--- config.mk ---
export PLATFORM = sky130hd
export DESIGN_NAME = sensor_interface
export DESIGN_NICKNAME = d
export VERILOG_FILES = /design/src/verilog/sensor_pkg.sv /design/src/verilog/switch_debouncer.sv /design/src/verilog/consumable_levels.sv /design/src/verilog/status_indicators.sv /design/src/verilog/sensor_interface.sv
export SDC_FILE = /design/constraint.sdc
export NUM_CORES = 1
export LEC_CHECK = 0
export BUFFER_PORTS_ARGS = -buffer_cell sky130_fd_sc_hd__buf_4
export CORE_MARGIN = 5
export CORE_UTILIZATION = 45
export DETAILED_ROUTE_END_ITERATION = 8
export GPL_ROUTABILITY_DRIVEN = 0
export MAX_ROUTING_LAYER = met4
export PLACE_DENSITY = 0.58
export SYNTH_ARGS = -nofsm -noshare
export SYNTH_HDL_FRONTEND = slang
export SYNTH_HIERARCHICAL = 1
export SYNTH_SLANG_ARGS = --single-unit
--- constraint.sdc ---
create_clock -name clk -period 2.5 [get_ports clk]
set_clock_uncertainty 0.1 [all_clocks]
set_input_delay 0.25 -clock clk [delete_from_list [all_inputs] [get_ports clk]]
set_output_delay 0.25 -clock clk [all_outputs]
set_load 0.02 [all_outputs]
--- src/verilog/sensor_pkg.sv ---
// Sensor front end types
package sensor_pkg;

    // ==============================
    // Levels and debounce timing
    // ==============================
    typedef logic [7:0] level_t;

    localparam level_t level_full          = 8'd255;
    localparam level_t level_empty         = 8'd0;
    localparam level_t level_low_threshold = 8'd50;   // LED lights below this

    localparam int debounce_cycles_default = 1_000_000;   // 20 ms at 50 MHz
    localparam int debounce_cnt_w          = 20;          // Holds the default length

    // ==============================
    // Raw switch groups
    // ==============================
    typedef struct packed {
        logic fill;
        logic empty;
    } refill_sw_t;

    typedef struct packed {
        refill_sw_t bin0;
        refill_sw_t bin1;
        refill_sw_t creamer;
        refill_sw_t chocolate;
    } consumable_sw_t;

    typedef struct packed {
        logic paper_filter;
        logic pressure_ovr;   // Forces pressure not ok
        logic temp_ovr;       // Forces temperature not ready
        logic system_error;
    } status_sw_t;

    // ==============================
    // Sensor outputs
    // ==============================
    typedef struct packed {
        level_t bin0;
        level_t bin1;
        level_t creamer;
        level_t chocolate;
    } levels_t;

    typedef struct packed {
        logic paper_filter_present;
        logic water_pressure_ok;
        logic water_temp_ready;
        logic system_fault;
    } sensor_status_t;

    // Each LED lights on a warning, except the filter LED
    typedef struct packed {
        logic paper_filter;
        logic coffee_bin0;
        logic coffee_bin1;
        logic creamer;
        logic chocolate;
        logic water_pressure;
        logic water_temp;
        logic system_error;
    } led_t;

endpackage

--- src/verilog/switch_debouncer.sv ---
// Counter based switch debouncer
module switch_debouncer #(
    parameter type payload_t       = logic,
    parameter int  debounce_cycles = sensor_pkg::debounce_cycles_default
) (
    input  logic     clk,
    input  logic     rst_n,
    input  payload_t raw,
    output payload_t clean
);
    import sensor_pkg::*;

    localparam int width = $bits(payload_t);

    // Count value seen on the Nth differing edge
    localparam logic [debounce_cnt_w-1:0] cnt_last = debounce_cnt_w'(debounce_cycles - 1);

    logic [width-1:0] raw_bits;
    logic [width-1:0] clean_bits;

    assign raw_bits = raw;
    assign clean    = payload_t'(clean_bits);

    // ==============================
    // One counter per switch bit
    // ==============================
    for (genvar i = 0; i < width; i++) begin : g_bit
        logic [debounce_cnt_w-1:0] cnt_q;
        logic                      clean_q;

        always_ff @(posedge clk or negedge rst_n) begin
            if (!rst_n) begin
                cnt_q   <= '0;
                clean_q <= 1'b0;
            end else if (raw_bits[i] == clean_q) begin
                cnt_q <= '0;                // Input agrees, start over
            end else if (cnt_q == cnt_last) begin
                cnt_q   <= '0;
                clean_q <= raw_bits[i];     // Stable long enough
            end else begin
                cnt_q <= cnt_q + 1'b1;
            end
        end

        assign clean_bits[i] = clean_q;

        // Counter is cleared on the Nth edge, so it never hits the length
        a_cnt_below_len: assert property (
            @(posedge clk) disable iff (!rst_n)
            int'(cnt_q) < debounce_cycles
        ) else $error("debounce counter %0d reached length %0d", cnt_q, debounce_cycles);
    end

endmodule

--- src/verilog/consumable_levels.sv ---
// Consumable level registers
module consumable_levels (
    input  logic                       clk,
    input  logic                       rst_n,
    input  sensor_pkg::consumable_sw_t refill,   // Debounced fill and empty
    output sensor_pkg::levels_t        levels
);
    import sensor_pkg::*;

    // Fill beats empty, otherwise hold
    function automatic level_t next_level(refill_sw_t sw, level_t cur);
        if (sw.fill) begin
            return level_full;
        end else if (sw.empty) begin
            return level_empty;
        end
        return cur;
    endfunction

    function automatic logic is_full_or_empty(level_t lvl);
        return (lvl == level_full) || (lvl == level_empty);
    endfunction

    // ==============================
    // Level registers
    // ==============================
    always_ff @(posedge clk or negedge rst_n) begin
        if (!rst_n) begin
            levels.bin0      <= level_full;   // Machine starts stocked
            levels.bin1      <= level_full;
            levels.creamer   <= level_full;
            levels.chocolate <= level_full;
        end else begin
            levels.bin0      <= next_level(refill.bin0, levels.bin0);
            levels.bin1      <= next_level(refill.bin1, levels.bin1);
            levels.creamer   <= next_level(refill.creamer, levels.creamer);
            levels.chocolate <= next_level(refill.chocolate, levels.chocolate);
        end
    end

    // No depletion here, so only the two end values exist
    a_level_end_values: assert property (
        @(posedge clk) disable iff (!rst_n)
        is_full_or_empty(levels.bin0) && is_full_or_empty(levels.bin1) &&
        is_full_or_empty(levels.creamer) && is_full_or_empty(levels.chocolate)
    ) else $error("level outside full/empty: %h", levels);

endmodule

--- src/verilog/status_indicators.sv ---
// Status registers and LED drivers
module status_indicators (
    input  logic                       clk,
    input  logic                       rst_n,
    input  sensor_pkg::status_sw_t     status_sw,   // Debounced status switches
    input  sensor_pkg::levels_t        levels,
    output sensor_pkg::sensor_status_t status,
    output sensor_pkg::led_t           leds
);
    import sensor_pkg::*;

    function automatic logic is_low(level_t lvl);
        return lvl < level_low_threshold;
    endfunction

    // ==============================
    // Status outputs
    // ==============================
    always_ff @(posedge clk or negedge rst_n) begin
        if (!rst_n) begin
            status.paper_filter_present <= 1'b0;
            status.water_pressure_ok    <= 1'b1;   // Healthy until overridden
            status.water_temp_ready     <= 1'b1;
            status.system_fault         <= 1'b0;
        end else begin
            status.paper_filter_present <= status_sw.paper_filter;
            status.water_pressure_ok    <= ~status_sw.pressure_ovr;
            status.water_temp_ready     <= ~status_sw.temp_ovr;
            status.system_fault         <= status_sw.system_error;
        end
    end

    // ==============================
    // LED outputs
    // ==============================
    // One stage behind status and levels
    always_ff @(posedge clk or negedge rst_n) begin
        if (!rst_n) begin
            leds <= '0;
        end else begin
            leds.paper_filter   <= status.paper_filter_present;
            leds.coffee_bin0    <= is_low(levels.bin0);
            leds.coffee_bin1    <= is_low(levels.bin1);
            leds.creamer        <= is_low(levels.creamer);
            leds.chocolate      <= is_low(levels.chocolate);
            leds.water_pressure <= ~status.water_pressure_ok;   // On when pressure bad
            leds.water_temp     <= ~status.water_temp_ready;
            leds.system_error   <= status.system_fault;
        end
    end

    // Pressure LED tracks the status one cycle later
    a_pressure_led_follows: assert property (
        @(posedge clk) disable iff (!rst_n)
        1'b1 |=> leds.water_pressure == !$past(status.water_pressure_ok)
    ) else $error("pressure LED %b does not follow status", leds.water_pressure);

endmodule

--- src/verilog/sensor_interface.sv ---
// Coffee machine sensor front end
module sensor_interface #(
    parameter int debounce_cycles = sensor_pkg::debounce_cycles_default
) (
    input  logic                       clk,
    input  logic                       rst_n,

    // Raw board switches
    input  sensor_pkg::consumable_sw_t sw_consumable,
    input  sensor_pkg::status_sw_t     sw_status,

    // Sensor state toward the machine
    output sensor_pkg::levels_t        levels,
    output sensor_pkg::sensor_status_t status,
    output sensor_pkg::led_t           leds
);
    import sensor_pkg::*;

    consumable_sw_t consumable_db;   // Debounced fill/empty
    status_sw_t     status_db;       // Debounced status switches

    // ==============================
    // Switch debouncing
    // ==============================
    switch_debouncer #(
        .payload_t       (consumable_sw_t),
        .debounce_cycles (debounce_cycles)
    ) consumable_db_i (
        .clk   (clk),
        .rst_n (rst_n),
        .raw   (sw_consumable),
        .clean (consumable_db)
    );

    switch_debouncer #(
        .payload_t       (status_sw_t),
        .debounce_cycles (debounce_cycles)
    ) status_db_i (
        .clk   (clk),
        .rst_n (rst_n),
        .raw   (sw_status),
        .clean (status_db)
    );

    // ==============================
    // Levels, status and LEDs
    // ==============================
    consumable_levels levels_i (
        .clk    (clk),
        .rst_n  (rst_n),
        .refill (consumable_db),
        .levels (levels)            // Also feeds the LED compare
    );

    status_indicators indicators_i (
        .clk       (clk),
        .rst_n     (rst_n),
        .status_sw (status_db),
        .levels    (levels),
        .status    (status),
        .leds      (leds)
    );

endmodule

After elaboration in Yosys (flattened, before gate mapping). Cells that the tools add are included.

Register bits: 296. Logic and storage cells: 148. Output and inout port bits: 44.

Eq/ne operators: 24. Add/subtract/negate cells: 12. Mux-type cells: 40. Reduce and logical (&&, ||, !) cells: 12. Order comparisons: 4. Bitwise operators: 16.

Operators by type and width (number): $mux W20 (24); $add A20 B1 Y20 const B (12); $eq A20 B20 Y1 const B (12); $mux W8 (8); $lt A8 B6 Y1 const B (4); $reduce_and A2 Y1 (12); $not A1 Y1 (16); $eq A1 B1 Y1 (12); $mux W1 (8).

Logic depth before layout (Yosys ltp). Gate-level depths: netlist (run 1).

Depth after elaboration: 3. Mapped depth: 7.

Hierarchy. Netlist (run 1), hierarchy kept.

Modules (own cells, without submodules): switch_debouncer at consumable_db_i (area each 8411.8 sq um, times used 1, cells each 869, seq. area each 4204.0 sq um); switch_debouncer at status_db_i (area each 4229.1 sq um, times used 1, cells each 441, seq. area each 2102.0 sq um); status_indicators (area each 397.9 sq um, times used 1, cells each 24, seq. area each 302.8 sq um); consumable_levels (area each 360.3 sq um, times used 1, cells each 40, seq. area each 105.1 sq um).

Least setup slack after synthesis (run 1). Ideal clock, no wire load.

Path type: reg-to-reg. From: register consumable_db_i.g_bit[1].cnt_q[12]. To: register consumable_db_i.g_bit[1].clean_q. Clock period less this slack: 2.178 ns. Data required time: 2.275 ns. Slack: 0.322 ns. Arrival time: 1.953 ns. Buffers on the path: 0. Cell stages (with the launch flop): 5. Cells stage by stage: dfrtp_1 > or4_1 > or4_4 > nor2_1 > mux2_2.

Longest elaborated chain between the ends: 2.

RTL lines: start: declaration (RTL line switch_debouncer.sv:28) `logic [debounce_cnt_w-1:0] cnt_q;`; start signal: assignment (RTL line switch_debouncer.sv:41) `cnt_q <= cnt_q + 1'b1;`; $eq A20 B20 Y1 (RTL line switch_debouncer.sv:37) `end else if (cnt_q == cnt_last) begin`; $reduce_and A2 Y1 (no line); end signal: assignment (RTL line switch_debouncer.sv:39) `clean_q <= raw_bits[i];`; end: declaration (RTL line switch_debouncer.sv:29) `logic clean_q;`.

Every way passes these cells. A chain may end at the register's enable or synchronous reset.

Worst setup path in the final report (run 1). Ends and elaborated chain as after synthesis.

==> impl_metrics.tcl, run 1 <==
set metrics [dict create \
    dr.pass1.iters 4 \
    seqPwrFrac_pct 47.8 \
    synthArstFlopShare_pct 100 \
    synth.avg_cell_area_um2 9.75 \
    total_leakage_power_uw 0.00623 \
    final_antenna_net_count 0 \
    grt_max_degree 65 \
    tightest_slew_ns 0.638 \
    cp_data_required_time_ns 2.84 \
    rr_startpoint "consumable_db_i/g_bit[1].cnt_q[12]" \
    hold_viol_final 0 \
    synth_edf_count 0 \
    initial_utilization_pct 45.5 \
    start_kind "register" \
    yosysUniqueCellTypes 49 \
    ios 58 \
    ys_ff_latch 268 \
    layout-drive-gt1-share_pct 12.5 \
    htree_levels 1 \
    cts_buffer_depth 3 \
    worstSetupEndpointType "register" \
    setup.worst_path.start "consumable_db_i/g_bit[1].cnt_q[12]" \
    grt_pass1_vias 9364 \
    cts_sinks 268 \
    pwr-share-clk_pct 48.7 \
    layout_min_cycle_time_ns 2.29 \
    fp.dieArea_mm2 0.0333 \
    slew_headroom_pct 57.0 \
    post-place-ws_ns 0.213 \
    cts_tree "yes" \
    swShare_pct 21.7 \
    viasPerCell 5.24 \
    remaining_drc_errors 0 \
    tns_ns 0 \
    rsz0062_at_grt "false" \
    cts_root_buf "clkbuf_16" \
    synth_area_mm2 0.0134 \
    wire_per_inst_um 13.6 \
    ir_drop_mv 0.553 \
    nets 1461 \
    final-max-slew-violation-count 0 \
    cts_made_buffers 30 \
    dp_hpwl_um 16600 \
    hp-class "in -> async" \
    core_area_mm2 0.0295 \
    setup_viol 0 \
    die_h_um 183 \
    io_buffers 57 \
    antenna_found_initial 0 \
    antenna_cells 0 \
    power_density_mw_per_mm2 605 \
    ff2ff_setup_slack_ns 0.21 \
    yosys_warnings 6 \
    period_share_pct 91.5 \
    r2r_cells 4 \
    max_freq_mhz 437 \
    critPathKind "reg -> reg" \
    p_comb_share_pct 3.5 \
    syn-num-nets 1400 \
    rows 63 \
    grt_first_pass_wirelength_um 44400 \
    grt_usage_pct 15.6 \
    synthCells 1374 \
    route.vias.total 9684 \
    ys_seq_area_share_pct 50.1 \
    synthFlopType "dfrtp_1" \
    insertion_delay_ns 0.56 \
    drt_iter0_markers 539 \
    die_w_um 183 \
    status "finished, final reports clean" \
    cp.arrival_ns 2.62 \
    wl_um 25100 \
    r2r_end "consumable_db_i/g_bit[1].clean_q" \
    critPathMaxFanout 6 \
    intPower_uw 7270 \
    setup_ws_ns 0.213 \
    maxCapViolCount 0 \
    grt-ovfl-total 0 \
    area_growth_pct 14.5 \
    clk_pin_slew_ns 0.06 \
    p_sw_uw 2010 \
]
==> worst max-delay path by stage <==
stage	slack, ns	end	depth (start not counted)
final	0.21	consumable_db_i/g_bit[1].clean_q	4
after global routing	0.1	consumable_db_i/g_bit[1].cnt_q[12]	4
after CTS	0.20	consumable_db_i/g_bit[1].clean_q	4
after detailed placement	0.21	consumable_db_i/g_bit[1].cnt_q[12]	4
after global placement	0.25	consumable_db_i/g_bit[1].clean_q	4
after floorplan	0.32	consumable_db_i/g_bit[1].clean_q	4
==> placed cells by master (no fill, tap or decap), types with 12 or more instances in the layout <==
cell	n
nand3_1	77
nor3_1	48
a21oi_1	54
dfrtp_1	262
o21ai_0	40
xnor2_1	109
nor4_1	41
or3_1	29
nand4_1	55
dlygate4sd3_1	13
o31ai_1	17
and3_1	17
nor2_1	211
nand2_1	74
and4_1	14
buf_4	83
or4_1	28
xor2_1	57
ha_1	12
inv_1	51
clkbuf_16	30
==> cell usage after synthesis, types with 5 or more instances <==
master / instances / share of area (%)
clkbuf_1: 19 / 0.53
nor4_1: 41 / 1.9
mux2i_1: 7 / 0.52
xor2_1: 57 / 3.7
or3_1: 29 / 1.4
mux2_2: 11 / 0.92
a21oi_1: 54 / 2.0
or2_2: 6 / 0.28
and2_1: 5 / 0.23
nor4b_1: 5 / 0.33
nor3_1: 48 / 1.8
nand2_1: 74 / 2.1
nor2_1: 211 / 5.9
o21ai_0: 41 / 1.5
ha_1: 12 / 1.1
dfstp_2: 6 / 1.2
and4_1: 14 / 0.92
buf_4: 43 / 2.4
nand3b_1: 5 / 0.28
nand3_1: 77 / 2.9
or4_1: 28 / 1.6
dfrtp_1: 262 / 49
nand4b_1: 11 / 0.72
xnor2_1: 109 / 7.1
and3_1: 17 / 0.79
inv_1: 51 / 1.4
buf_2: 8 / 0.30
nand4_1: 55 / 2.6
o31ai_1: 22 / 1.2
a21o_1: 5 / 0.28
==> cells by family after synthesis <==
kind of cell             synth area share (%)
XOR/XNOR                                 10.9
AND/OR/NAND/NOR                          25.3
multiplexers                             1.53
AO/OA/AOI/OAI                            6.22
flip-flops                               50.1
buffers and inverters                    4.84
adder cells (fa/ha/maj)                  1.12
==> worst max-delay path, stage by stage, from the launching register on <==
cell	delay (ns)
dfrtp_1	0.43
or4_1	0.54
or4_4	0.52
nor2_1	0.23
mux2_2	0.36
==> sequential cells by signal, indices dropped and copies added (netlist names) <==
| name | flops |
|---|---|
| consumable_db_i/g_bit.cnt_q | 160 |
| status_db_i/g_bit.cnt_q | 80 |
| consumable_db_i/g_bit.clean_q | 8 |
| indicators_i/leds | 8 |
| indicators_i/status | 4 |
| levels_i/levels | 4 |
| status_db_i/g_bit.clean_q | 4 |
==> cell type report <==
| cell class | count | area [um^2] |
|---|---|---|
| clock inverter | 9 | 138 |
| sequential | 268 | 6710 |
| inverter | 51 | 191 |
| clock buffer | 47 | 895 |
| tap | 390 | 488 |
| fill | 2680 | 14100 |
| multi-input combinational | 983 | 6060 |
| timing repair buffer | 101 | 848 |
==> through the flow <==
step / total power [uW] / hold WS, ns / std cells / instance area (um^2) / utilization (%)
floorplan: 4650 / -0.146 / 1374 / 13400 / -
global placement: 4830 / 0.106 / 1780 / 14200 / 48.1
detailed placement: 4830 / 0.107 / 1780 / 14200 / 48.1
CTS: 9460 / 0.101 / 1849 / 15300 / 52.0
global route: 9700 / 0.145 / 1849 / 15300 / 52.0
finish: 9280 / 0.113 / 1849 / 15300 / 52.0
==> per-layer routing <==
layer / up-vias / track usage (%) / wire [um]
met5: - / - / 0
met3: 29 / 2.33 / 793
met1: 4628 / 22.0 / 12600
met2: 104 / 24.1 / 11200
met4: 0 / 3.18 / 439
li1: 4923 / - / -
==> what timing repair did <==
| item | 4_1_cts | 5_1_grt |
|---|---|---|
| setup endpoints to repair | 0 | 0 |
| buffers inserted | 0 | 0 |
| hold buffers | 13 | 0 |
| endpoints found under the hold margin | 284 | 0 |
| gates resized for setup | 0 | 0 |
==> power groups by stage <==
stage / logic, uW / clock network, uW / registers, uW
3_3_place_gp: 315 / 0 / 4510
5_1_grt: 374 / 4880 / 4440
4_1_cts: 336 / 4690 / 4440
6_report: 322 / 4520 / 4440
2_1_floorplan: 146 / 0 / 4500
3_5_place_dp: 318 / 0 / 4520
(Power assumes the default switching activity.)
==> inputs of run 2 (changes only) <==
--- a/config.mk
+++ b/config.mk
@@ -5,6 +5,7 @@
 export SDC_FILE = /design/constraint.sdc
 export NUM_CORES = 1
 export LEC_CHECK = 0
+export ABC_AREA = 1
 export BUFFER_PORTS_ARGS = -buffer_cell sky130_fd_sc_hd__buf_4
 export CORE_MARGIN = 5
 export CORE_UTILIZATION = 45
==> run 2 against run 1 <==
Compared with the run above: final cell count is 35% higher; design area increased by 13%; critical path depth is 3 lower; sequential share of layout area fell by 5.1 points; flip-flop and latch count is the same; combinational power rose by 43%; largest cell class is now multi-input gates.
==> impl_metrics.tcl, run 2 <==
set metrics [dict create \
    fin_hold_ws_ns 0.164 \
    die_h_um 193 \
    synth_area_mm2 0.0151 \
    synthFlopType "dfrtp_1" \
    hold_viol_final 0 \
    synth_top_area_cell "dfrtp_1" \
    ys_ff_latch 268 \
    synthArstFlopShare_pct 100 \
    initial_utilization_pct 45.3 \
    max_stage_delay_ns 0.69 \
    synth_edf_count 0 \
    synth_area_leaders "dfrtp_1, nor2_1, nand2_1" \
    cts_root_buf "clkbuf_16" \
    power_density_mw_per_mm2 615 \
    grt-ovfl-total 0 \
    top_regs "consumable_db_i/g_bit.cnt_q: 160 flops, status_db_i/g_bit.cnt_q: 80 flops" \
    slew_headroom_pct 49.6 \
    die_w_um 193 \
    fill_cells 3220 \
    syn-num-nets 1989 \
    io_buffers 57 \
    tightest_slew_ns 0.750 \
    cp_cell_sequence "buf_4" \
    critPathMaxFanout 16 \
    cts_sinks 268 \
    status "finished, final reports clean" \
    synthCells 1963 \
    dp_hpwl_um 22100 \
    nets 2057 \
    synth.avg_cell_area_um2 7.70 \
    setup_viol 0 \
    wire_per_inst_um 12.3 \
    stdcell_count 2505 \
    critPathKind "reg -> out" \
    ir_drop_mv 0.449 \
    remaining_drc_errors 0 \
    final_antenna_net_count 0 \
    path_delay_family "flip-flops" \
    ios 58 \
    viasPerCell 4.85 \
    grt_usage_pct 17.1 \
    synthTopCellsByCount "nor2_1, nand2_1, dfrtp_1" \
    largest-register "consumable_db_i/g_bit.cnt_q" \
    dp_cells 2430 \
    mostFrequentLayoutCells "nor2_1, nand2_1, dfrtp_1" \
    yosysMostFrequentCell "nor2_1" \
    ys_seq_area_share_pct 44.4 \
    core_area_mm2 0.0334 \
    htree_levels 2 \
    drt_iter0_markers 820 \
    dr.pass1.iters 7 \
    cp_data_required_time_ns 2.15 \
    wl_um 30700 \
    total_leakage_power_uw 0.00743 \
    grt_max_degree 71 \
    antenna_cells 0 \
    final-max-slew-violation-count 0 \
    cts_tree "yes" \
    start_kind "register" \
    max_freq_mhz 576 \
    cp_slowest_cell "dfstp_2" \
    yosysUniqueCellTypes 38 \
    tns_ns 0 \
    antenna_found_initial 0 \
    cp.arrival_ns 1.39 \
    layout-drive-gt1-share_pct 13.1 \
    worstSetupEndpointType "primary output" \
    cts_made_buffers 34 \
    rows 67 \
    clk_pin_slew_ns 0.06 \
    fp.dieArea_mm2 0.0374 \
    cts.repair.resized 0 \
    largest_register_ffs 160 \
    cts_buffer_depth 3 \
    rsz0062_at_grt "false" \
    cp_num_buf_inv 1 \
    synth_top_area_share_pct 43.4 \
    insertion_delay_ns 0.50 \
    route.vias.total 12100 \
    layout_commonest_cell "nor2_1" \
    area_growth_pct 14.8 \
    period_share_pct 69.5 \
    grt_pass1_vias 11800 \
    layout_min_cycle_time_ns 1.74 \
    maxCapViolCount 0 \
    grt_first_pass_wirelength_um 55000 \
    hp-class "in -> async" \
    yosys_warnings 6 \
]
[run 2: cell families (layout without fill, tap and decap cells)]
group	after synthesis	after routing	share of synthesized area (%)
and+or+nand+nor	1232	1232	36.8
AOI/OAI and AO/OA	76	76	2.95
adders and majority gates	12	12	0.993
xor gates and xnor gates	128	128	7.72
DFF	268	268	44.4
buffers and inverters	247	341	7.14
[run 2: final timing paths]
| kind | start | slack [ns] | cells after the start | to |
|---|---|---|---|---|
| worst max-delay path | levels_i/levels[14] | 0.76 | 1 | levels[8] |
| max in group asynchronous | rst_n | 1.37 | 3 | indicators_i/status[2] |
| worst min register to register | indicators_i/status[0] | 0.28 | 0 | indicators_i/leds[0] |
| worst min-delay path | rst_n | 0.16 | 2 | consumable_db_i/g_bit[6].cnt_q[7] |
| min in group clk | indicators_i/status[0] | 0.28 | 0 | indicators_i/leds[0] |
| worst max register to register | status_db_i/g_bit[1].cnt_q[0] | 0.83 | 8 | status_db_i/g_bit[1].cnt_q[9] |
[run 2: area by class of cell]
cell class | count | area (um^2) | area share (%)
multi-input cells | 1448 | 7320 | 42.2
flip-flops and latches | 268 | 6710 | 38.7
clock buffers | 45 | 1030 | 5.91
inverters | 205 | 769 | 4.44
repair buffers | 74 | 633 | 3.65
well taps | 448 | 561 | 3.23
clock inverters | 17 | 325 | 1.88
[run 2: stage by stage]
stage          area [um^2]  util [%]  total power (uW)  setup slack, ns
2_1_floorplan        15100         -              4810             1.05
3_3_place_gp         15900      47.6              5010            0.879
3_5_place_dp         15900      47.6              5020            0.847
4_1_cts              17300      52.0             10900            0.731
5_1_grt              17300      52.0             11100            0.677
6_report             17300      52.0             10700            0.763
[run 2: what timing repair did]
| action | 4_1_cts | 5_1_grt |
|---|---|---|
| endpoints found under the hold margin | 84 | 0 |
| hold buffers | 13 | 0 |
| buffers inserted | 0 | 0 |
[run 2: power breakdown]
group	internal (uW)	switching, uW
Sequential	4420	65.1
Combinational	152	308
Clock	3830	1890
Total	8400	2270
[run 2: layer usage]
layer  vias to the layer above  global-route usage (%)  part of all wire (%)
met4                         0                    3.46                   1.6
li1                       6257                       -                     -
met5                         -                       -                     0
met1                      5612                    23.6                    49
met3                        39                    3.15                   4.5
met2                       232                    26.9                    45
